--- src/verilog/mem_subsys_consts.svh ---
`ifndef MEM_SUBSYS_CONSTS_SVH
`define MEM_SUBSYS_CONSTS_SVH

// ######################################################################
// Datapath widths
// ######################################################################

`define XLEN 32
`define REG_ADDR_W 5

// ######################################################################
// Data SRAM geometry
// ######################################################################

`define SRAM_DEPTH_WORDS 256
// log2 of the depth
`define SRAM_ADDR_W 8

`endif

--- src/verilog/mem_subsys_pkg.sv ---
package mem_subsys_pkg;

    // Memory operation carried down the pipe with each instruction
    typedef enum logic [3:0] {
        MEM_NONE = 4'd0,
        MEM_LB   = 4'd1,
        MEM_LH   = 4'd2,
        MEM_LW   = 4'd3,
        MEM_LBU  = 4'd4,
        MEM_LHU  = 4'd5,
        MEM_SB   = 4'd6,
        MEM_SH   = 4'd7,
        MEM_SW   = 4'd8
    } mem_op_e;

    // One strobe bit per byte lane of the data word
    typedef logic [3:0] byte_en_t;

    function automatic logic is_load(mem_op_e op);
        return op inside {MEM_LB, MEM_LH, MEM_LW, MEM_LBU, MEM_LHU};
    endfunction

    function automatic logic is_store(mem_op_e op);
        return op inside {MEM_SB, MEM_SH, MEM_SW};
    endfunction

endpackage

--- src/verilog/stage_ifs.sv ---
`timescale 1ns/1ps
`include "mem_subsys_consts.svh"

// Memory-request stage to memory stage
interface ms_bus_if
    import mem_subsys_pkg::*;
();
    logic                     valid;
    logic                     allowin;
    mem_op_e                  mem_op;
    logic                     gr_we;
    logic [`REG_ADDR_W-1:0]   dest;
    logic [`XLEN-1:0]         alu_result;
    logic [`XLEN-1:0]         pc;

    modport sender   (output valid, mem_op, gr_we, dest, alu_result, pc, input allowin);
    modport receiver (input valid, mem_op, gr_we, dest, alu_result, pc, output allowin);
endinterface


// Data SRAM port, read data returns to the memory stage
interface sram_if
    import mem_subsys_pkg::*;
();
    logic                     en;
    byte_en_t                 we;
    logic [`SRAM_ADDR_W-1:0]  addr;
    logic [`XLEN-1:0]         wdata;
    logic [`XLEN-1:0]         rdata;

    modport requester (output en, we, addr, wdata);
    modport memory    (input en, we, addr, wdata, output rdata);
    modport reader    (input rdata);
endinterface

--- src/verilog/mem_req_stage.sv ---
`timescale 1ns/1ps
`include "mem_subsys_consts.svh"

module mem_req_stage
    import mem_subsys_pkg::*;
(
    input  logic                    clk,
    input  logic                    reset,
    input  logic                    es_valid,
    output logic                    es_allowin,
    input  mem_op_e                 es_mem_op,
    input  logic                    es_gr_we,
    input  logic [`REG_ADDR_W-1:0]  es_dest,
    input  logic [`XLEN-1:0]        es_alu_result,
    input  logic [`XLEN-1:0]        es_store_data,
    input  logic [`XLEN-1:0]        es_pc,
    ms_bus_if.sender                ms,
    sram_if.requester               sram
);

    logic                    valid_r;
    logic                    ready_go;
    logic                    allowin;
    logic                    transfer;
    mem_op_e                 mem_op_r;
    logic                    gr_we_r;
    logic [`REG_ADDR_W-1:0]  dest_r;
    logic [`XLEN-1:0]        alu_result_r;
    logic [`XLEN-1:0]        store_data_r;
    logic [`XLEN-1:0]        pc_r;
    logic [1:0]              byte_off;
    byte_en_t                store_strb;
    logic [`XLEN-1:0]        store_lanes;

    assign ready_go   = 1'b1;
    assign allowin    = !valid_r || ready_go && ms.allowin;
    assign es_allowin = allowin;

    always_ff @(posedge clk) begin
        if (reset) begin
            valid_r <= 1'b0;
        end else if (allowin) begin
            valid_r <= es_valid;
        end
    end

    always_ff @(posedge clk) begin
        if (es_valid && allowin) begin
            mem_op_r     <= es_mem_op;
            gr_we_r      <= es_gr_we;
            dest_r       <= es_dest;
            alu_result_r <= es_alu_result;
            store_data_r <= es_store_data;
            pc_r         <= es_pc;
        end
    end

    assign ms.valid      = valid_r && ready_go;
    assign ms.mem_op     = mem_op_r;
    assign ms.gr_we      = gr_we_r;
    assign ms.dest       = dest_r;
    assign ms.alu_result = alu_result_r;
    assign ms.pc         = pc_r;

    // ######################################################################
    // SRAM request issued on the edge the item moves into mem_stage
    // ######################################################################

    assign transfer = ms.valid && ms.allowin;
    assign byte_off = alu_result_r[1:0];

    // Replicate store data into every lane so the strobes pick the live one
    always_comb begin
        case (mem_op_r)
            MEM_SB: begin
                store_strb  = byte_en_t'(4'b0001) << byte_off;
                store_lanes = {(`XLEN/8){store_data_r[7:0]}};
            end
            MEM_SH: begin
                store_strb  = byte_en_t'(4'b0011) << {byte_off[1], 1'b0};
                store_lanes = {(`XLEN/16){store_data_r[15:0]}};
            end
            MEM_SW: begin
                store_strb  = 4'b1111;
                store_lanes = store_data_r;
            end
            default: begin
                store_strb  = 4'b0000;
                store_lanes = store_data_r;
            end
        endcase
    end

    assign sram.en    = transfer && (is_load(mem_op_r) || is_store(mem_op_r));
    assign sram.we    = transfer ? store_strb : 4'b0000;
    assign sram.addr  = alu_result_r[`SRAM_ADDR_W+1:2];
    assign sram.wdata = store_lanes;

    // Half-word accesses need an even address
    a_half_aligned: assert property (@(posedge clk) disable iff (reset)
        sram.en && mem_op_r inside {MEM_LH, MEM_LHU, MEM_SH} |-> byte_off[0] == 1'b0);

    // Word accesses need a word address
    a_word_aligned: assert property (@(posedge clk) disable iff (reset)
        sram.en && mem_op_r inside {MEM_LW, MEM_SW} |-> byte_off == 2'b00);

endmodule

--- src/flat_wrapper.sv ---
// flat-port wrapper written by rule: the top's interface ports become plain ports
module mem_req_stage_flat import mem_subsys_pkg::*;
  (clk, reset, es_valid, es_allowin, es_mem_op, es_gr_we, es_dest, es_alu_result, es_store_data, es_pc, ms_valid, ms_mem_op, ms_gr_we, ms_dest, ms_alu_result, ms_pc, ms_allowin, sram_en, sram_we, sram_addr, sram_wdata);
  ms_bus_if ms_i ();
  sram_if sram_i ();
  input  logic clk;
  input  logic reset;
  input  logic es_valid;
  output logic es_allowin;
  input  mem_op_e es_mem_op;
  input  logic es_gr_we;
  input  logic [`REG_ADDR_W-1:0] es_dest;
  input  logic [`XLEN-1:0] es_alu_result;
  input  logic [`XLEN-1:0] es_store_data;
  input  logic [`XLEN-1:0] es_pc;
  output wire logic [$bits(ms_i.valid)-1:0] ms_valid;
  output wire logic [$bits(ms_i.mem_op)-1:0] ms_mem_op;
  output wire logic [$bits(ms_i.gr_we)-1:0] ms_gr_we;
  output wire logic [$bits(ms_i.dest)-1:0] ms_dest;
  output wire logic [$bits(ms_i.alu_result)-1:0] ms_alu_result;
  output wire logic [$bits(ms_i.pc)-1:0] ms_pc;
  input wire logic [$bits(ms_i.allowin)-1:0] ms_allowin;
  output wire logic [$bits(sram_i.en)-1:0] sram_en;
  output wire logic [$bits(sram_i.we)-1:0] sram_we;
  output wire logic [$bits(sram_i.addr)-1:0] sram_addr;
  output wire logic [$bits(sram_i.wdata)-1:0] sram_wdata;
  assign ms_valid = ms_i.valid;
  assign ms_mem_op = ms_i.mem_op;
  assign ms_gr_we = ms_i.gr_we;
  assign ms_dest = ms_i.dest;
  assign ms_alu_result = ms_i.alu_result;
  assign ms_pc = ms_i.pc;
  assign ms_i.allowin = ms_allowin;
  assign sram_en = sram_i.en;
  assign sram_we = sram_i.we;
  assign sram_addr = sram_i.addr;
  assign sram_wdata = sram_i.wdata;
  mem_req_stage u_core (.clk(clk), .reset(reset), .es_valid(es_valid), .es_allowin(es_allowin), .es_mem_op(es_mem_op), .es_gr_we(es_gr_we), .es_dest(es_dest), .es_alu_result(es_alu_result), .es_store_data(es_store_data), .es_pc(es_pc), .ms(ms_i), .sram(sram_i));
endmodule
--- config.mk ---
export PLATFORM = sky130hd
export DESIGN_NAME = mem_req_stage_flat
export DESIGN_NICKNAME = d
export VERILOG_FILES = /design/src/verilog/mem_subsys_pkg.sv /design/src/verilog/stage_ifs.sv /design/src/verilog/mem_req_stage.sv /design/src/flat_wrapper.sv
export VERILOG_INCLUDE_DIRS = /design/src /design/src/verilog
export SDC_FILE = /design/constraint.sdc
export NUM_CORES = 1
export LEC_CHECK = 0
export BUFFER_PORTS_ARGS = -buffer_cell sky130_fd_sc_hd__buf_2
export CAP_MARGIN = 20
export CORE_MARGIN = 2
export CORE_UTILIZATION = 44
export CTS_BUF_LIST = sky130_fd_sc_hd__clkbuf_4
export CTS_CLUSTER_SIZE = 25
export DETAILED_ROUTE_END_ITERATION = 6
export GPL_TIMING_DRIVEN = 0
export PLACE_DENSITY = 0.81
export SYNTH_ARGS = -nofsm -noshare
export SYNTH_HDL_FRONTEND = slang
export SYNTH_SLANG_ARGS = --single-unit
export TNS_END_PERCENT = 10
--- constraint.sdc ---
create_clock -name clk -period 4.3 [get_ports clk]
set_input_delay 0.86 -clock clk [delete_from_list [all_inputs] [get_ports clk]]
set_output_delay 0.86 -clock clk [all_outputs]
set_load 0.05 [all_outputs]
## Word-level counts from Yosys, hierarchy flattened

Cells that the tools add are included.

| operators by class | value |
|---|---|
| eq/ne operators | 8 |
| shift operators | 2 |
| muxes and demuxes | 3 |
| reductions and logical operators | 8 |

Operator list:

| operator | number |
|---|---|
| $pmux 32 s2 | 1 |
| $eq 4x3->1 const B | 4 |
| $pmux 4 s3 | 1 |
| $eq 4x2->1 const B | 2 |
| $reduce_bool 5->1 | 1 |
| $eq 4x1->1 const B | 1 |
| $eq 4x4->1 const B | 1 |
| $mux 4 | 1 |
| $shl 1x2->4 const A | 1 |
| $shl 2x2->4 const A | 1 |
| $logic_and 1x1->1 | 3 |
| $reduce_bool 3->1 | 1 |
| $logic_or 1x1->1 | 2 |
| $logic_not 1->1 | 1 |

| storage, ports and cells | value |
|---|---|
| register bits after elaboration | 107 |
| bits of input ports | 110 |
| output and inout port bits | 121 |
| logic and storage cells | 28 |

## Longest topological paths before layout

| logic depth | value |
|---|---|
| depth after elaboration | 4 |
| gate-level depth with buffers | 5 |

## Worst setup path before layout

OpenSTA, ideal clock, no wires.

| path | value |
|---|---|
| path type | input to register |
| start | input port ms_allowin |
| end | register u_core.alu_result_r[0], in the netlist u_core.ms.alu_result[0], enable pin |
| library setup time | 0.477 ns |
| arrival | 3.848 ns |
| setup slack | -0.025 ns |
| stages | 2 |
| cell sequence | nand2b_1 -> and2_1 |

| on the way | value |
|---|---|
| longest elaborated chain between the ends | 2 |

RTL lines:

| what | RTL line | text |
|---|---|---|
| from (decl) | flat_wrapper.sv:22 | `input wire logic [$bits(ms_i.allowin)-1:0] ms_allowin;` |
| $logic_or 1x1->1 | mem_req_stage.sv:36 | `assign allowin = !valid_r \|\| ready_go && ms.allowin;` |
| $logic_and 1x1->1 | mem_req_stage.sv:48 | `if (es_valid && allowin) begin` |
| to (signal assigned) | mem_req_stage.sv:52 | `alu_result_r <= es_alu_result;` |
| to (decl) | mem_req_stage.sv:28 | `` logic [`XLEN-1:0] alu_result_r; `` |

No other way between the ends.
A chain may end at the register's enable or synchronous reset.

## Worst setup path after layout

| path | value |
|---|---|
| start | register u_core.mem_op_r[3], in the netlist u_core.ms.mem_op[3] |
| end | output port sram_wdata[11] |

| on the way | value |
|---|---|
| longest elaborated chain between the ends | 2 |
| elaborated cells on any way between the ends | 3 |
| those cells by class | eq/ne: 2; mux: 1 |

RTL lines:

| what | RTL line | text |
|---|---|---|
| from (decl) | mem_req_stage.sv:25 | `mem_op_e mem_op_r;` |
| from (signal assigned) | mem_req_stage.sv:49 | `mem_op_r <= es_mem_op;` |
| $eq 4x3->1 | mem_req_stage.sv:74 | `case (mem_op_r)` |
| $pmux 32 s2 * | mem_req_stage.sv:74 |  |
| to (decl) | flat_wrapper.sv:26 | `output wire logic [$bits(sram_i.wdata)-1:0] sram_wdata;` |

Every way passes the cells marked *; elsewhere a longest branch is shown, timed or not.

==> reports/metrics.yaml <==
final_cell_count_no_fill: 541
syn-num-nets: 296
grt_first_pass_wirelength_um: 13200
max_freq_mhz: 337
final_common_cell: "buf_2"
cts_max_level: 3
cts_tree: "built"
fp-row-count: 34
ir_worst_vdd_mv: 0.242
synth_cells: 186
port_buffers: 230
overflow: 0
start_kind: "register"
place_inst: 525
fin_crit_sh_pct: 69.1
io_pins: 231
total_power_uw: 2140
die_area_mm2: 0.00946
ys_ff_latch: 107
ant_nets: 0
outcome: "finished, final reports clean"
hold_viol: 0
grt_max_degree: 75
vias: 2507
clock-root-buffer: "clkbuf_4"
avgSynthCellArea_um2: 20.6
crit_type: "reg -> out"
relSlewSlack_pct: 67.9
synth_compound_area_share_pct: 2.39
regArea_mm2: 0.00320
synthSimpleGateAreaFrac_pct: 3.14
rsz0062_at_grt: "no"
insertion_delay_ns: 0.44
drc: 0
syn_to_final_growth_pct: 37.6
die_w_um: 97.3
maxCapViolations: 0
critPathRequiredTime_ns: 3.44
layout-drive-gt1-share_pct: 66.7
track_usage_pct: 18.1
wirelength_um: 8680
dp_slack_ns: 1.58
hold_buffers: 0
final_cell_mix: "buf_2 (233), edfxtp_1 (106), mux2_2 (16), buf_4 (16), nand2_1 (10)"
finalMaxSlewViolations: 0
leakage_uw: 0.00235
synthMuxAreaShare_pct: 6.80
tightestPinTransition_ns: 0.481
via_per_inst: 4.63
antenna_found_initial: 0
cts.sinks: 107
setup_tns_ns: 0
ys_seq_area_share_pct: 83.7
cts_setup_buffers: 0
hp-class: "in -> reg"
arrival_ns: 2.11
multi_input_area_um2: 474
drt_iter0_markers: 84
routedWlPerCell_um: 16.0
cts_buffer_depth: 2
ctsResizeCount: 0
fin_crit_ns: 2.97
dp.final_hpwl_um: 6530
synth-adder-area-share_pct: 0
grt_pass1_vias: 2640
clock_skew_ns: 0.0303
synth.distinct_cells: 24
crit_path_max_fanout: 10
yosysWarnings: 0
initial_core_util_pct: 44.6
fillers: 716
cts_buffers: 9
gp_congestion: 0.786
first_pass_iters: 4
power_density_mw_per_mm2: 407
synth_xor_area_share_pct: 0
setup_viol_count_final: 0
path_clk_slew_ns: 0.18
layout.nets: 538
die_h_um: 97.3
final.setup.worst_slack_ns: 1.33
antenna_cells: 0
cp-end-kind: "primary output"
syn_area_mm2: 0.00383
fp.coreArea_mm2: 0.00859
synth_top_family_by_area: "multiplexers"
==> cells in the mapped netlist, drive strengths merged <==
library cell | number | share of area [%]
nand4 | 1 | 0.16
inv | 2 | 0.20
nand2 | 10 | 0.98
and2 | 1 | 0.16
nor2 | 2 | 0.39
nor3 | 1 | 0.13
dfxtp | 1 | 0.52
nand2b | 1 | 0.16
o41ai | 2 | 0.85
mux2i | 8 | 2.1
edfxtp | 106 | 83
mux2 | 16 | 4.7
or3 | 2 | 0.46
a21oi | 1 | 0.13
nand3b | 1 | 0.52
nor2b | 1 | 0.16
buf | 20 | 3.8
o21ai | 10 | 1.4
==> area by class of cell <==
cell class	instances	share of cell area (%)
clock buffers	9	1.28
plain buffers	20	2.78
multi-input cells	57	9.00
clock inverters	7	1.09
repair buffers	231	22.4
well taps	108	2.56
inverters	2	0.142
flip-flops and latches	107	60.8
==> cell families after synthesis <==
kind of cell,count (synthesis)
compound gates,13
buf+inv,22
flops,107
mux,24
simple gates,20
==> worst paths after layout <==
kind | startpoint | endpoint | slack [ns] | depth (start not counted)
min reg2reg | u_core.ms.valid | u_core.ms.valid | 0.58 | 2
min | reset | u_core.ms.valid | 0.55 | 2
max | u_core.ms.mem_op[3] | sram_wdata[11] | 1.33 | 5
max reg2reg | u_core.ms.valid | u_core.ms.alu_result[22] | 2.58 | 3
==> power breakdown <==
part / switching [µW] / internal [µW] / total, µW
registers: 22.6 / 1220 / 1240
logic: 325 / 111 / 436
clock network: 337 / 130 / 467
==> sequential cells by signal, summed over array words and instances (netlist names) <==
register / cells
u_core.store_data_r: 32
u_core.ms.dest: 5
u_core.ms.alu_result: 32
u_core.ms.mem_op: 4
u_core.ms.pc: 32
u_core.ms.gr_we: 1
u_core.ms.valid: 1
==> through the flow <==
step / instance area (µm²) / hold WS (ns) / util, %
global placement: 5120 / 0.529 / 59.5
finish: 5270 / 0.546 / 61.3
floorplan: 3830 / 0.929 / -
CTS: 5270 / 0.511 / 61.3
global route: 5270 / 0.512 / 61.3
detailed placement: 5140 / 0.556 / 59.9
==> critical path: stages, from the launching register on <==
cell and delay [ns]:
edfxtp_1 0.47, nand3b_4 0.18, buf_6 0.16, nor2_4 0.28
mux2_2 0.38, buf_2 0.21
==> layer usage <==
layer / part of all wire (%) / global-route usage (%) / wire length, µm / vias to the layer above
li1: - / - / - / 1185
met1: 38 / 20.5 / 3270 / 1171
met2: 51 / 31.5 / 4390 / 137
met3: 9.9 / 6.55 / 858 / 14
met4: 1.8 / 6.41 / 160 / 0
met5: 0 / 0 / 0 / -
No activity file was read; power rests on OpenSTA's default activity.
