==> config.mk <==
export PLATFORM = sky130hd
export DESIGN_NAME = mem_stage_flat
export DESIGN_NICKNAME = d
export VERILOG_FILES = /design/src/verilog/mem_subsys_pkg.sv /design/src/verilog/stage_ifs.sv /design/src/verilog/mem_stage.sv /design/src/flat_wrapper.sv
export VERILOG_INCLUDE_DIRS = /design/src /design/src/verilog
export SDC_FILE = /design/constraint.sdc
export NUM_CORES = 1
export LEC_CHECK = 0
export BUFFER_PORTS_ARGS = -buffer_cell sky130_fd_sc_hd__buf_2
export CAP_MARGIN = 5
export CORE_ASPECT_RATIO = 0.6
export CORE_MARGIN = 3
export CORE_UTILIZATION = 45
export CTS_BUF_LIST = sky130_fd_sc_hd__clkbuf_4
export DETAILED_ROUTE_END_ITERATION = 16
export PLACE_DENSITY = 0.8
export SYNTH_ARGS = -nofsm -noshare
export SYNTH_HDL_FRONTEND = slang
export SYNTH_SLANG_ARGS = --single-unit
==> constraint.sdc <==
create_clock -name clk -period 3.5 [get_ports clk]
set_input_delay 0.7 -clock clk [delete_from_list [all_inputs] [get_ports clk]]
set_output_delay 0.7 -clock clk [all_outputs]
set_load 0.02 [all_outputs]
==> src/verilog/mem_subsys_consts.svh <==
`ifndef MEM_SUBSYS_CONSTS_SVH
`define MEM_SUBSYS_CONSTS_SVH

// ######################################################################
// Datapath widths
// ######################################################################

`define XLEN 32
`define REG_ADDR_W 5

// ######################################################################
// Data SRAM geometry
// ######################################################################

`define SRAM_DEPTH_WORDS 256
// log2 of the depth
`define SRAM_ADDR_W 8

`endif

==> src/verilog/mem_subsys_pkg.sv <==
package mem_subsys_pkg;

    // Memory operation carried down the pipe with each instruction
    typedef enum logic [3:0] {
        MEM_NONE = 4'd0,
        MEM_LB   = 4'd1,
        MEM_LH   = 4'd2,
        MEM_LW   = 4'd3,
        MEM_LBU  = 4'd4,
        MEM_LHU  = 4'd5,
        MEM_SB   = 4'd6,
        MEM_SH   = 4'd7,
        MEM_SW   = 4'd8
    } mem_op_e;

    // One strobe bit per byte lane of the data word
    typedef logic [3:0] byte_en_t;

    function automatic logic is_load(mem_op_e op);
        return op inside {MEM_LB, MEM_LH, MEM_LW, MEM_LBU, MEM_LHU};
    endfunction

    function automatic logic is_store(mem_op_e op);
        return op inside {MEM_SB, MEM_SH, MEM_SW};
    endfunction

endpackage

==> src/verilog/stage_ifs.sv <==
`timescale 1ns/1ps
`include "mem_subsys_consts.svh"

// Memory-request stage to memory stage
interface ms_bus_if
    import mem_subsys_pkg::*;
();
    logic                     valid;
    logic                     allowin;
    mem_op_e                  mem_op;
    logic                     gr_we;
    logic [`REG_ADDR_W-1:0]   dest;
    logic [`XLEN-1:0]         alu_result;
    logic [`XLEN-1:0]         pc;

    modport sender   (output valid, mem_op, gr_we, dest, alu_result, pc, input allowin);
    modport receiver (input valid, mem_op, gr_we, dest, alu_result, pc, output allowin);
endinterface

// Memory stage to writeback
interface wb_bus_if ();
    logic                     valid;
    logic                     allowin;
    logic                     gr_we;
    logic [`REG_ADDR_W-1:0]   dest;
    logic [`XLEN-1:0]         result;
    logic [`XLEN-1:0]         pc;

    modport sender   (output valid, gr_we, dest, result, pc, input allowin);
    modport receiver (input valid, gr_we, dest, result, pc, output allowin);
endinterface

// Data SRAM port, read data returns to the memory stage
interface sram_if
    import mem_subsys_pkg::*;
();
    logic                     en;
    byte_en_t                 we;
    logic [`SRAM_ADDR_W-1:0]  addr;
    logic [`XLEN-1:0]         wdata;
    logic [`XLEN-1:0]         rdata;

    modport requester (output en, we, addr, wdata);
    modport memory    (input en, we, addr, wdata, output rdata);
    modport reader    (input rdata);
endinterface

==> src/verilog/mem_stage.sv <==
`timescale 1ns/1ps
`include "mem_subsys_consts.svh"

module mem_stage
    import mem_subsys_pkg::*;
(
    input  logic                    clk,
    input  logic                    reset,
    ms_bus_if.receiver              ms,
    sram_if.reader                  sram,
    wb_bus_if.sender                wb,
    output logic                    fwd_valid,
    output logic [`REG_ADDR_W-1:0]  fwd_dest,
    output logic [`XLEN-1:0]        fwd_result
);

    logic                    ms_valid;
    logic                    ready_go;
    logic                    allowin;
    mem_op_e                 mem_op_r;
    logic                    gr_we_r;
    logic [`REG_ADDR_W-1:0]  dest_r;
    logic [`XLEN-1:0]        alu_result_r;
    logic [`XLEN-1:0]        pc_r;
    logic [7:0]              load_byte;
    logic [15:0]             load_half;
    logic [`XLEN-1:0]        load_data;
    logic [`XLEN-1:0]        final_result;

    assign ready_go   = 1'b1;
    assign allowin    = !ms_valid || ready_go && wb.allowin;
    assign ms.allowin = allowin;

    always_ff @(posedge clk) begin
        if (reset) begin
            ms_valid <= 1'b0;
        end else if (allowin) begin
            ms_valid <= ms.valid;
        end
    end

    always_ff @(posedge clk) begin
        if (ms.valid && allowin) begin
            mem_op_r     <= ms.mem_op;
            gr_we_r      <= ms.gr_we;
            dest_r       <= ms.dest;
            alu_result_r <= ms.alu_result;
            pc_r         <= ms.pc;
        end
    end

    // ######################################################################
    // Load lane select and extension
    // ######################################################################

    assign load_byte = sram.rdata[{alu_result_r[1:0], 3'b000} +: 8];
    assign load_half = sram.rdata[{alu_result_r[1], 4'b0000} +: 16];

    always_comb begin
        case (mem_op_r)
            MEM_LB:  load_data = {{(`XLEN-8){load_byte[7]}}, load_byte};
            MEM_LBU: load_data = {{(`XLEN-8){1'b0}}, load_byte};
            MEM_LH:  load_data = {{(`XLEN-16){load_half[15]}}, load_half};
            MEM_LHU: load_data = {{(`XLEN-16){1'b0}}, load_half};
            default: load_data = sram.rdata;
        endcase
    end

    assign final_result = is_load(mem_op_r) ? load_data : alu_result_r;

    assign wb.valid  = ms_valid && ready_go;
    assign wb.gr_we  = gr_we_r;
    assign wb.dest   = dest_r;
    assign wb.result = final_result;
    assign wb.pc     = pc_r;

    // Forward path for the decode stage
    assign fwd_valid  = ms_valid && gr_we_r;
    assign fwd_dest   = dest_r;
    assign fwd_result = final_result;

    // A store arriving here must never request a register write
    a_store_no_we: assert property (@(posedge clk) disable iff (reset)
        ms.valid && allowin && is_store(ms.mem_op) |=> ms_valid && !wb.gr_we);

    // Read data from the previous edge must be known for a load
    a_load_rdata: assert property (@(posedge clk) disable iff (reset)
        ms_valid && is_load(mem_op_r) |-> !$isunknown(sram.rdata));

endmodule

==> src/flat_wrapper.sv <==
// flat-port wrapper written by rule: the top's interface ports become plain ports
module mem_stage_flat import mem_subsys_pkg::*;
  (clk, reset, fwd_valid, fwd_dest, fwd_result, ms_valid, ms_mem_op, ms_gr_we, ms_dest, ms_alu_result, ms_pc, ms_allowin, sram_rdata, wb_valid, wb_gr_we, wb_dest, wb_result, wb_pc, wb_allowin);
  ms_bus_if ms_i ();
  sram_if sram_i ();
  wb_bus_if wb_i ();
  input  logic clk;
  input  logic reset;
  output logic fwd_valid;
  output logic [`REG_ADDR_W-1:0] fwd_dest;
  output logic [`XLEN-1:0] fwd_result;
  input wire logic [$bits(ms_i.valid)-1:0] ms_valid;
  input wire logic [$bits(ms_i.mem_op)-1:0] ms_mem_op;
  input wire logic [$bits(ms_i.gr_we)-1:0] ms_gr_we;
  input wire logic [$bits(ms_i.dest)-1:0] ms_dest;
  input wire logic [$bits(ms_i.alu_result)-1:0] ms_alu_result;
  input wire logic [$bits(ms_i.pc)-1:0] ms_pc;
  output wire logic [$bits(ms_i.allowin)-1:0] ms_allowin;
  input wire logic [$bits(sram_i.rdata)-1:0] sram_rdata;
  output wire logic [$bits(wb_i.valid)-1:0] wb_valid;
  output wire logic [$bits(wb_i.gr_we)-1:0] wb_gr_we;
  output wire logic [$bits(wb_i.dest)-1:0] wb_dest;
  output wire logic [$bits(wb_i.result)-1:0] wb_result;
  output wire logic [$bits(wb_i.pc)-1:0] wb_pc;
  input wire logic [$bits(wb_i.allowin)-1:0] wb_allowin;
  assign ms_i.valid = ms_valid;
  assign ms_i.mem_op = ms_mem_op;
  assign ms_i.gr_we = ms_gr_we;
  assign ms_i.dest = ms_dest;
  assign ms_i.alu_result = ms_alu_result;
  assign ms_i.pc = ms_pc;
  assign ms_allowin = ms_i.allowin;
  assign sram_i.rdata = sram_rdata;
  assign wb_valid = wb_i.valid;
  assign wb_gr_we = wb_i.gr_we;
  assign wb_dest = wb_i.dest;
  assign wb_result = wb_i.result;
  assign wb_pc = wb_i.pc;
  assign wb_i.allowin = wb_allowin;
  mem_stage u_core (.clk(clk), .reset(reset), .ms(ms_i), .sram(sram_i), .wb(wb_i), .fwd_valid(fwd_valid), .fwd_dest(fwd_dest), .fwd_result(fwd_result));
endmodule
# --- Yosys cells after proc, flatten, opt, wreduce, memory -nomap -nowiden ---
# Cells that the tools add are included.
# W data, S select, Z words.
totals:
  regBits: 75
  output_inout_bits: 110
classes:
  n_eq_ne: 5
  shifts: 2
  muxes: 2
  n_reduce_logical: 5
op_table:
  columns: ["cell", "count"]
  rows:
  - ["$pmux W32 S4", 1]
  - ["$mux W32", 1]
  - ["$shiftx A32 B6 Y16", 1]
  - ["$shiftx A32 B6 Y8", 1]
  - ["$eq A4 B2 Y1 const B", 2]
  - ["$eq A4 B3 Y1 const B", 2]
  - ["$reduce_bool A5 Y1", 1]
  - ["$eq A4 B1 Y1 const B", 1]
  - ["$logic_and A1 B1 Y1", 2]
  - ["$logic_not A1 Y1", 1]
  - ["$logic_or A1 B1 Y1", 1]

# --- Longest topological paths before layout ---
# Gate-level depths: netlist of the first run.
logic_depth:
  word_depth: 3
  ltp_mapped: 8

# --- Worst setup path after synthesis of the first run ---
# OpenSTA, ideal clock, no wires.
synth_timing:
  path_type: "input to register"
  from: "input port wb_allowin"
  to: "register u_core.alu_result_r[0], enable pin"
  arrival_time_ps: 2731
  t_required_ps: 3060
  slack_ps: 329
  stages: 2
  cell_sequence: "nand2b_1 -> and2_1"
synth_between:
  elab_chain_cells: 2
synth_lines:
  columns: ["element", "line_no", "source"]
  rows:
  - ["from (decl)", "flat_wrapper.sv:25", "input wire logic [$bits(wb_i.allowin)-1:0] wb_allowin;"]
  - ["$logic_or A1 B1 Y1", "mem_stage.sv:31", "assign allowin = !ms_valid || ready_go && wb.allowin;"]
  - ["$logic_and A1 B1 Y1", "mem_stage.sv:43", "if (ms.valid && allowin) begin"]
  - ["to (signal assigned)", "mem_stage.sv:47", "alu_result_r <= ms.alu_result;"]
  - ["to (decl)", "mem_stage.sv:23", "logic [`XLEN-1:0] alu_result_r;"]
# No other way between the ends.
# A chain may end at the register's enable or synchronous reset.

# --- Final worst setup path of the first run ---
layout_timing:
  from: "register u_core.mem_op_r[0]"
  to: "output port wb_result[5]"
layout_between:
  elab_chain_cells: 3
  word_cells_on_any_way: 8
layout_lines:
  columns: ["element", "line_no", "source"]
  rows:
  - ["from (decl)", "mem_stage.sv:20", "mem_op_e mem_op_r;"]
  - ["from (signal assigned)", "mem_stage.sv:44", "mem_op_r <= ms.mem_op;"]
  - ["$eq A4 B3 Y1 (tied with other cells)", "mem_subsys_pkg.sv:20, mem_stage.sv:60", null]
  - ["$pmux W32 S4 / $reduce_bool A5 Y1 (equally long branches)", "mem_stage.sv:60, mem_subsys_pkg.sv:20", null]
  - ["$mux W32 (*)", "mem_stage.sv:69", "assign final_result = is_load(mem_op_r) ? load_data : alu_result_r;"]
  - ["to (decl)", "flat_wrapper.sv:23", "output wire logic [$bits(wb_i.result)-1:0] wb_result;"]
# Mark *: on every way between the ends. The rest lies on a longest branch, timed or not.

==> flow_summary.yaml, run 1 <==
placement:
  dp.cells: 538
  post-place-ws_ns: 0.4596
  detailed_place_hpwl_mm: 8.150
  io_buffers: 219
  place.gp.congestion: 0.8589
worst_setup_path:
  worstSetupStartpointType: "flop"
  cp.arrival_ns: 2.65
  path_class: "flop to primary output"
  cp_max_fo: 10
  end_kind: "primary output"
  rr_worst_depth: 2
  cp_data_required_time_ns: 2.80
detailed_routing:
  drc: 0
  totalWireLength_mm: 11.07
  vias: 2973
  wl_per_cell_um: 19.87
  dr.pass1.iters: 5
  first_iter_violations: 201
  avgViaCountPerCell: 5.338
  antenna_left: 0
sta:
  drv_slew: 0
  tightest_slew_ns: 1.055
  finalCriticalPeriod_ns: 3.349
  setup_viol: 0
  max_slew_margin_pct: 29.22
  hold_violations: 0
  fin_crit_sh_pct: 95.68
  clock_skew_ns: 0.01394
  rsz0062_at_grt: "false"
  timing.fmax_mhz: 298.6
  hold_ws_ns: 0.4068
  fin_ws_ns: 0.1511
  final.setup.tns_ns: 0
logic_synthesis:
  syn-num-nets: 372
  syn_inst: 262
  synth_edf_count: 74
  yosys_register_bits: 75
  async_flop_share_pct: 0
  avgSynthCellArea_um2: 13.67
  syn-cell-area_um2: 3582
  yosysUniqueCellTypes: 40
  yosysSeqAreaShare_pct: 62.59
  synthFlopType: "edfxtp_1"
  ys_warn_count: 0
clock_network:
  cts_tree: "yes"
  cts_max_path_buffers: 2
  cts_made_buffers: 9
  cts_resized: 0
  clkSinkCount: 75
  htreeDepth: 3
  cts_root_buf: "clkbuf_4"
  clkTransAtPathRegs_ns: 0.13
  clk_latency_ns: 0.42
  hold_buffers: 0
finish:
  seqCellArea_um2: 2242
  drive_above_1_share_pct: 57.08
  nNetsFinal: 557
  fillCellCount: 618
  area_growth_pct: 31.61
  multi_input_area_um2: 998.5
  final_cells: 557
job:
  maxCapViolations: 0
floorplanning:
  dieArea_um2: 9102
  die_x_um: 121.2
  die_h_um: 75.11
  coreArea_um2: 7477
  rows: 24
  start_util_pct: 47.91
  ioPinCount: 220
pwr:
  ir_drop_uv: 334.6
  power_density_nw_per_um2: 467.7
  leakage_nw: 2.073
  power_mw: 2.205
global_routing:
  grt_start_max_net_pins: 75
  first_global_vias: 2841
  antenna_found_initial: 0
  overflow: 0
  grt_usage_pct: 23.54
  grt_pass1_wl_mm: 15.71
min_path:
  hold_path_class: "input pin to flop"
  hold_depth: 2
run_status:
  status: "completed"
## placed cells by master (no fill, tap or decap), types with 2 or more instances in the layout
cell type	netlist	routed
a21oi_1	23	23
buf_2	6	219
o211ai_1	7	7
nand2b_1	2	2
nor2_1	3	3
edfxtp_1	74	74
a221o_1	16	16
clkinv_4	0	2
buf_4	38	7
nand2_1	8	8
bufinv_16	0	2
clkbuf_4	0	10
nand3_1	9	9
mux2i_1	7	7
o21ai_0	6	6
nand3b_1	9	9
a22oi_1	13	13
o21ai_1	6	6
mux2_2	2	2
## flip-flops by register name (all words and copies together), names as in the netlist
name                 flops
u_core.alu_result_r     32
u_core.wb.pc            32
u_core.fwd_dest          5
u_core.mem_op_r          4
u_core.wb.gr_we          1
u_core.wb.valid          1
## critical path: stages (launching register included)
cell,delay (ns)
edfxtp_1,0.48
buf_4,0.23
xor2_4,0.35
nand2_2,0.11
a21oi_4,0.29
a21oi_1,0.13
o41ai_2,0.41
buf_2,0.24
## per-layer routing
metal,up-vias,global-route usage [%],share of wire [%]
met5,-,0,0
met4,0,7.453,1.3
met3,17,11.11,13
met2,183,37.52,47
met1,1407,29.01,39
li1,1366,-,-
## cells by family (layout without fill, tap and decap cells)
group / after synthesis / after routing / synth area share, %
AOI/OAI and AO/OA: 78 / 79 / 15.89
xor gates and xnor gates: 1 / 1 / 0.7685
buffers and inverters: 56 / 245 / 10.48
DFF: 75 / 75 / 62.59
muxes: 11 / 11 / 3.528
other: 0 / 1 / 0
and+or+nand+nor: 41 / 41 / 6.741
## through the flow
stage          util (%)  cell area, um2
2_1_floorplan         -            3582
3_3_place_gp      60.37            4514
3_5_place_dp      60.37            4514
4_1_cts           62.75            4692
5_1_grt           63.02            4712
6_report          63.05            4715
## worst paths after layout
kind / startpoint / endpoint / slack (ns)
max: u_core.mem_op_r[0] / wb_result[5] / 0.15
min: reset / u_core.wb.valid / 0.41
max reg2reg: u_core.wb.valid / u_core.alu_result_r[21] / 1.83
min reg2reg: u_core.wb.valid / u_core.wb.valid / 0.56
## final cells by class
type / count / share of cell area [%]
Sequential cell: 75 / 47.56
Tap cell: 104 / 2.760
Multi-Input combinational cell: 132 / 21.18
Clock inverter: 6 / 1.911
Timing Repair Buffer: 227 / 24.79
Clock buffer: 10 / 1.592
Antenna cell: 1 / 0.05308
Inverter: 2 / 0.1592
## power by group
part	switching, mW	internal, mW
Combinational	0.326	0.182
Clock	0.320	0.301
Sequential	0.0259	1.05
## repair_timing
| action | in CTS | in global routing |
|---|---|---|
| setup endpoints to repair | 6 | 35 |
| setup buffers | 0 | 1 |
| gates cloned | 1 | 0 |
| pin swaps | 1 | 3 |
## cell usage after synthesis (3+ instances only)
library cell   n  share of area, %
edfxtp_1      74                62
buf_4         38               8.0
a21oi_1       23               3.2
a221o_1       16               4.5
a22oi_1       13               2.7
nand3_1        9               1.3
nand3b_1       9               1.9
clkbuf_1       8              0.84
nand2_1        8              0.84
mux2i_1        7               2.0
o211ai_1       7               1.5
buf_2          6              0.84
o21ai_0        6              0.84
o21ai_1        6              0.84
nor2_1         3              0.31
Note: power is estimated with default switching activity, not from simulation.
==> run 2: changes to the inputs <==
--- a/config.mk
+++ b/config.mk
@@ -10,10 +10,10 @@
 export CAP_MARGIN = 5
 export CORE_ASPECT_RATIO = 0.6
 export CORE_MARGIN = 3
-export CORE_UTILIZATION = 45
+export CORE_UTILIZATION = 48
 export CTS_BUF_LIST = sky130_fd_sc_hd__clkbuf_4
 export DETAILED_ROUTE_END_ITERATION = 16
-export PLACE_DENSITY = 0.8
+export PLACE_DENSITY = 0.85
 export SYNTH_ARGS = -nofsm -noshare
 export SYNTH_HDL_FRONTEND = slang
 export SYNTH_SLANG_ARGS = --single-unit
==> constraint.sdc (replaced) <==
create_clock -name clk -period 4.4 [get_ports clk]
set_input_delay 0.88 -clock clk [delete_from_list [all_inputs] [get_ports clk]]
set_output_delay 0.88 -clock clk [all_outputs]
set_load 0.02 [all_outputs]
==> flow_summary.yaml, run 2 (synthesis gave the netlist of run 1 again) <==
placement:
  place.gp.congestion: 0.7644
  io_buffers: 219
  detailed_place_hpwl_mm: 7.902
  placed_area_um2: 4479
  post-place-ws_ns: 0.9940
  dp.cells: 530
pwr:
  power_density_nw_per_um2: 367.0
  leakage_nw: 2.028
  ir_drop_uv: 297.0
finish:
  area_growth_pct: 29.20
  nNetsFinal: 551
  layout_common_cells: "buf_2, edfxtp_1, a21oi_1"
  drive_above_1_share_pct: 56.73
  final_cells: 547
  final_common_cell: "buf_2"
  finish.instance_area_um2: 4628
floorplanning:
  rows: 23
  dieArea_um2: 8569
  coreArea_um2: 6935
  start_util_pct: 51.65
  ioPinCount: 220
  die_h_um: 72.92
  die_x_um: 117.5
global_routing:
  met2_usage_pct: 42.97
  top_usage_layer: "met2"
  overflow: 0
  grt_start_max_net_pins: 75
  first_global_vias: 3020
  antenna_found_initial: 1
  grt_usage_pct: 24.32
  grt.met1_usage_pct: 27.10
  met3_usage_pct: 11.15
  grt_pass1_wl_mm: 15.61
sta:
  drv_slew: 0
  fin_crit_sh_pct: 84.34
  finalCriticalPeriod_ns: 3.711
  max_slew_margin_pct: 34.65
  setup_viol: 0
  fin_ws_ns: 0.6889
  rsz0062_at_grt: "false"
  final.setup.tns_ns: 0
  hold_violations: 0
  clock_skew_ns: 0.008966
  tightest_slew_ns: 0.9803
  timing.fmax_mhz: 269.5
worst_setup_path:
  r2r-start: "u_core.wb.valid"
  cp_slowest_cell: "a211oi_4"
  worst_r2r_endpoint: "u_core.wb.pc[9]"
  cp_max_fo: 16
  critPathTopFamily: "compound AO/OA/AOI/OAI gates"
  end_kind: "primary output"
  cp_slowest_stage_delay_ns: 0.71
  worstSetupStartpointType: "flop"
  rr_worst_depth: 2
  cp.arrival_ns: 2.83
  ff2ff_setup_slack_ns: 2.72
  cp_data_required_time_ns: 3.52
  path_class: "flop to primary output"
  crit_chain: "mux4_2 > nand3b_2 > a211oi_4 > a221o_1 > buf_2"
  cp_num_buf_inv: 1
min_path:
  worstHoldStart: "u_core.wb.valid"
  hold_path_class: "flop to flop"
  hold_end: "u_core.wb.valid"
  hold_depth: 2
clock_network:
  cts_tree: "yes"
  htreeDepth: 3
  hold_buffers: 0
  clkTransAtPathRegs_ns: 0.13
  cts_made_buffers: 9
  cts_max_path_buffers: 2
  cts_root_buf: "clkbuf_4"
  clkSinkCount: 75
  cts_resized: 0
  clk_latency_ns: 0.43
  cts_setup_buffers: 0
detailed_routing:
  first_iter_violations: 234
  dr.pass1.iters: 4
  wl_per_cell_um: 19.35
  avgViaCountPerCell: 5.291
  vias: 2894
  totalWireLength_mm: 10.59
  antenna_left: 0
  drc: 0
run_status:
  status: "completed"
job:
  maxCapViolations: 0
==> run 2: cell types whose count changed in the layout (fill, tap and decap cells not counted) <==
cell	change
clkinv_1	-1
buf_4	-4
buf_12	-1
clkinvlp_4	+2
bufinv_16	-1
clkinv_4	-2
inv_6	+2
o31ai_2	-1
==> run 2: metrics by stage <==
| stage | hold WS (ns) | util, % | power (mW) |
|---|---|---|---|
| floorplan | 0.7367 | - | 1.148 |
| global placement | 0.5107 | 64.59 | 1.259 |
| detailed placement | 0.5654 | 64.59 | 1.270 |
| CTS | 0.5459 | 66.70 | 1.716 |
| global route | 0.5328 | 66.73 | 1.770 |
| finish | 0.5670 | 66.73 | 1.699 |
==> run 2: layout make-up <==
class	count	area (um2)
antenna	1	2.502
clock buffer	10	75.07
clock inverter	6	71.32
fill	537	2307
inverter	2	7.507
multi-input combinational	131	985.9
sequential	75	2242
tap	100	125.1
timing repair buffer	222	1119
==> run 2: how the worst max path moves through the flow <==
stage / slack [ns] / cells past startpoint / end / startpoint
floorplan: 1.05 / 2 / u_core.alu_result_r[0] / wb_allowin
global placement: 1.01 / 6 / wb_result[23] / sram_rdata[23]
detailed placement: 0.99 / 6 / fwd_result[23] / sram_rdata[23]
CTS: 0.64 / 5 / fwd_result[23] / u_core.alu_result_r[1]
global route: 0.44 / 6 / wb_result[1] / u_core.mem_op_r[0]
finish: 0.69 / 5 / fwd_result[23] / u_core.alu_result_r[1]
==> run 2: metal layers <==
metal  vias to the layer above  share of wire [%]  wire length, um
met5                         -                  0                0
met1                      1392                 36             3771
met4                         0               0.70               74
met2                       144                 52             5536
li1                       1351                  -                -
met3                         7                 11             1202
==> run 2: power breakdown <==
group	internal, mW	switching [mW]	leakage [nW]
clock	0.185	0.260	0.0740
sequential	0.835	0.0250	0.724
combinational	0.141	0.252	1.23
total	1.16	0.537	2.03
==> run 2: tightest hold or removal path: stages (launching register included) <==
cell and delay (ns):
dfxtp_1 0.35, nand2b_1 0.12, a21oi_1 0.08
==> run 3: changes to the inputs <==
--- a/config.mk
+++ b/config.mk
@@ -10,10 +10,10 @@
 export CAP_MARGIN = 5
 export CORE_ASPECT_RATIO = 0.6
 export CORE_MARGIN = 3
-export CORE_UTILIZATION = 48
+export CORE_UTILIZATION = 40
 export CTS_BUF_LIST = sky130_fd_sc_hd__clkbuf_4
 export DETAILED_ROUTE_END_ITERATION = 16
-export PLACE_DENSITY = 0.85
+export PLACE_DENSITY = 0.75
 export SYNTH_ARGS = -nofsm -noshare
 export SYNTH_HDL_FRONTEND = slang
 export SYNTH_SLANG_ARGS = --single-unit
==> constraint.sdc (replaced) <==
create_clock -name clk -period 3.4 [get_ports clk]
set_input_delay 0.68 -clock clk [delete_from_list [all_inputs] [get_ports clk]]
set_output_delay 0.68 -clock clk [all_outputs]
set_load 0.02 [all_outputs]
==> flow_summary.yaml, run 3 (synthesis gave the netlist of run 1 again) <==
run_status:
  status: "completed"
sta:
  tightest_slew_ns: 0.9474
  hold_violations: 0
  setup_viol: 0
  timing.fmax_mhz: 306.5
  max_slew_margin_pct: 36.84
  clock_skew_ns: 0.01758
  finalCriticalPeriod_ns: 3.262
  hold_ws_ns: 0.3705
  drv_slew: 0
  fin_crit_sh_pct: 95.95
pwr:
  switchingPower_uw: 743.1
  power_mw: 2.193
  comb_power_share_pct: 24.6
  p_int_mw: 1.450
  power_frac_seq_pct: 50.3
  sw_frac_of_total_pct: 33.89
  pwr-share-clk_pct: 25.1
  ir_drop_uv: 277.5
  power_density_nw_per_um2: 459.7
  leakage_nw: 2.114
worst_setup_path:
  path_class: "flop to primary output"
  cp_slowest_stage_delay_ns: 0.60
  cp_data_required_time_ns: 2.72
  cp_common_cell: "a21oi_1"
  cp_slowest_cell: "edfxtp_1"
  end_kind: "primary output"
  cp_max_fo: 21
  ff2ff_setup_slack_ns: 1.72
  rr_worst_depth: 2
  cp.arrival_ns: 2.58
  crit_chain: "a21oi_1 > o31ai_4 > buf_4 > nor2_1 > a21oi_1 > o211ai_1 > buf_2"
  r2r-start: "u_core.wb.valid"
  critPathLaunch: "u_core.mem_op_r[3]"
  worstSetupStartpointType: "flop"
  worst_r2r_endpoint: "u_core.alu_result_r[31]"
  endpoint: "wb_result[7]"
clock_network:
  cts_tree: "yes"
  cts_max_path_buffers: 2
  htreeDepth: 3
  clk_latency_ns: 0.45
  clkSinkCount: 75
  cts_made_buffers: 9
  cts_root_buf: "clkbuf_4"
  clkTransAtPathRegs_ns: 0.14
floorplanning:
  dieArea_um2: 10160
  die_x_um: 128.2
  coreArea_um2: 8621
  ioPinCount: 220
  rows: 26
  start_util_pct: 41.55
  die_h_um: 79.31
finish:
  finish.instance_area_um2: 4770
  layout_common_cells: "buf_2, edfxtp_1, a21oi_1"
  postLayoutCoreUtil_pct: 55.33
  drive_above_1_share_pct: 58.32
  final_common_cell: "buf_2"
  area_growth_pct: 33.15
  nNetsFinal: 568
  final_cells: 576
global_routing:
  grt_start_max_net_pins: 75
  overflow: 0
  grt_usage_pct: 21.09
  antenna_found_initial: 0
  grt_pass1_wl_mm: 15.87
  first_global_vias: 2915
min_path:
  hold_path_class: "input pin to flop"
placement:
  io_buffers: 219
  placed_area_um2: 4517
  detailed_place_hpwl_mm: 8.149
  dp.cells: 545
  place.gp.congestion: 0.8413
detailed_routing:
  avgViaCountPerCell: 5.229
  drc: 0
  wl_per_cell_um: 19.28
  first_iter_violations: 172
  dr.pass1.iters: 5
  antenna_left: 0
  totalWireLength_mm: 11.11
  vias: 3012
job:
  maxCapViolations: 0
[run 3: what timing repair did]
item | in CTS | in global routing
gates cloned | 1 | 0
setup buffers | 0 | 13
pin swaps | 2 | 1
hold buffers | 0 | 0
gates resized for setup | 1 | 2
setup endpoints to repair | 4 | 50
[run 3: cell type report]
class	count	area, um2
multi-input cells	132	998.5
inverters	2	10.01
diodes	1	2.502
well taps	112	140.1
repair buffers	238	1244
flip-flops and latches	75	2242
clock buffers	9	67.56
clock inverters	7	65.06
fillers	753	3851
[run 3: worst max-delay path, delay by kind of cell, from the launching register on]
family                 cells  cell delay, ns
AND/OR/NAND/NOR            1            0.12
flip-flops                 1            0.60
buffers and inverters      2            0.49
AO/OA/AOI/OAI              4            0.91
[run 3: how the worst min path moves through the flow]
stage | from | endpoint | slack [ns] | depth (start not counted)
floorplan | u_core.wb.valid | u_core.wb.valid | 0.74 | 2
global placement | u_core.wb.valid | u_core.wb.valid | 0.56 | 2
detailed placement | u_core.wb.valid | u_core.wb.valid | 0.56 | 2
CTS | reset | u_core.wb.valid | 0.34 | 2
global route | reset | u_core.wb.valid | 0.33 | 2
finish | reset | u_core.wb.valid | 0.37 | 2
[run 3: through the flow]
| stage | worst slack, ns | setup TNS, ns |
|---|---|---|
| after global routing | -0.008142 | -0.01159 |
| after floorplan | 0.2485 | 0 |
| after CTS | -0.01209 | -0.02326 |
| final | 0.1377 | 0 |
| after global placement | 0.4982 | 0 |
| after detailed placement | 0.4404 | 0 |
[run 3: power groups by stage]
stage	Sequential, mW	Combinational, mW	Clock [mW]
6_report	1.10	0.540	0.550
5_1_grt	1.11	0.580	0.602
4_1_cts	1.11	0.526	0.566
3_5_place_dp	1.13	0.522	0
3_3_place_gp	1.12	0.515	0
2_1_floorplan	1.15	0.332	0
[run 3: per-layer routing]
| metal | routed length (um) | part of all wire (%) | track usage [%] |
|---|---|---|---|
| met3 | 1242 | 11 | 8.938 |
| met2 | 5227 | 47 | 32.83 |
| met5 | 0 | 0 | 0 |
| met4 | 186 | 1.7 | 6.250 |
| met1 | 4451 | 40 | 26.96 |
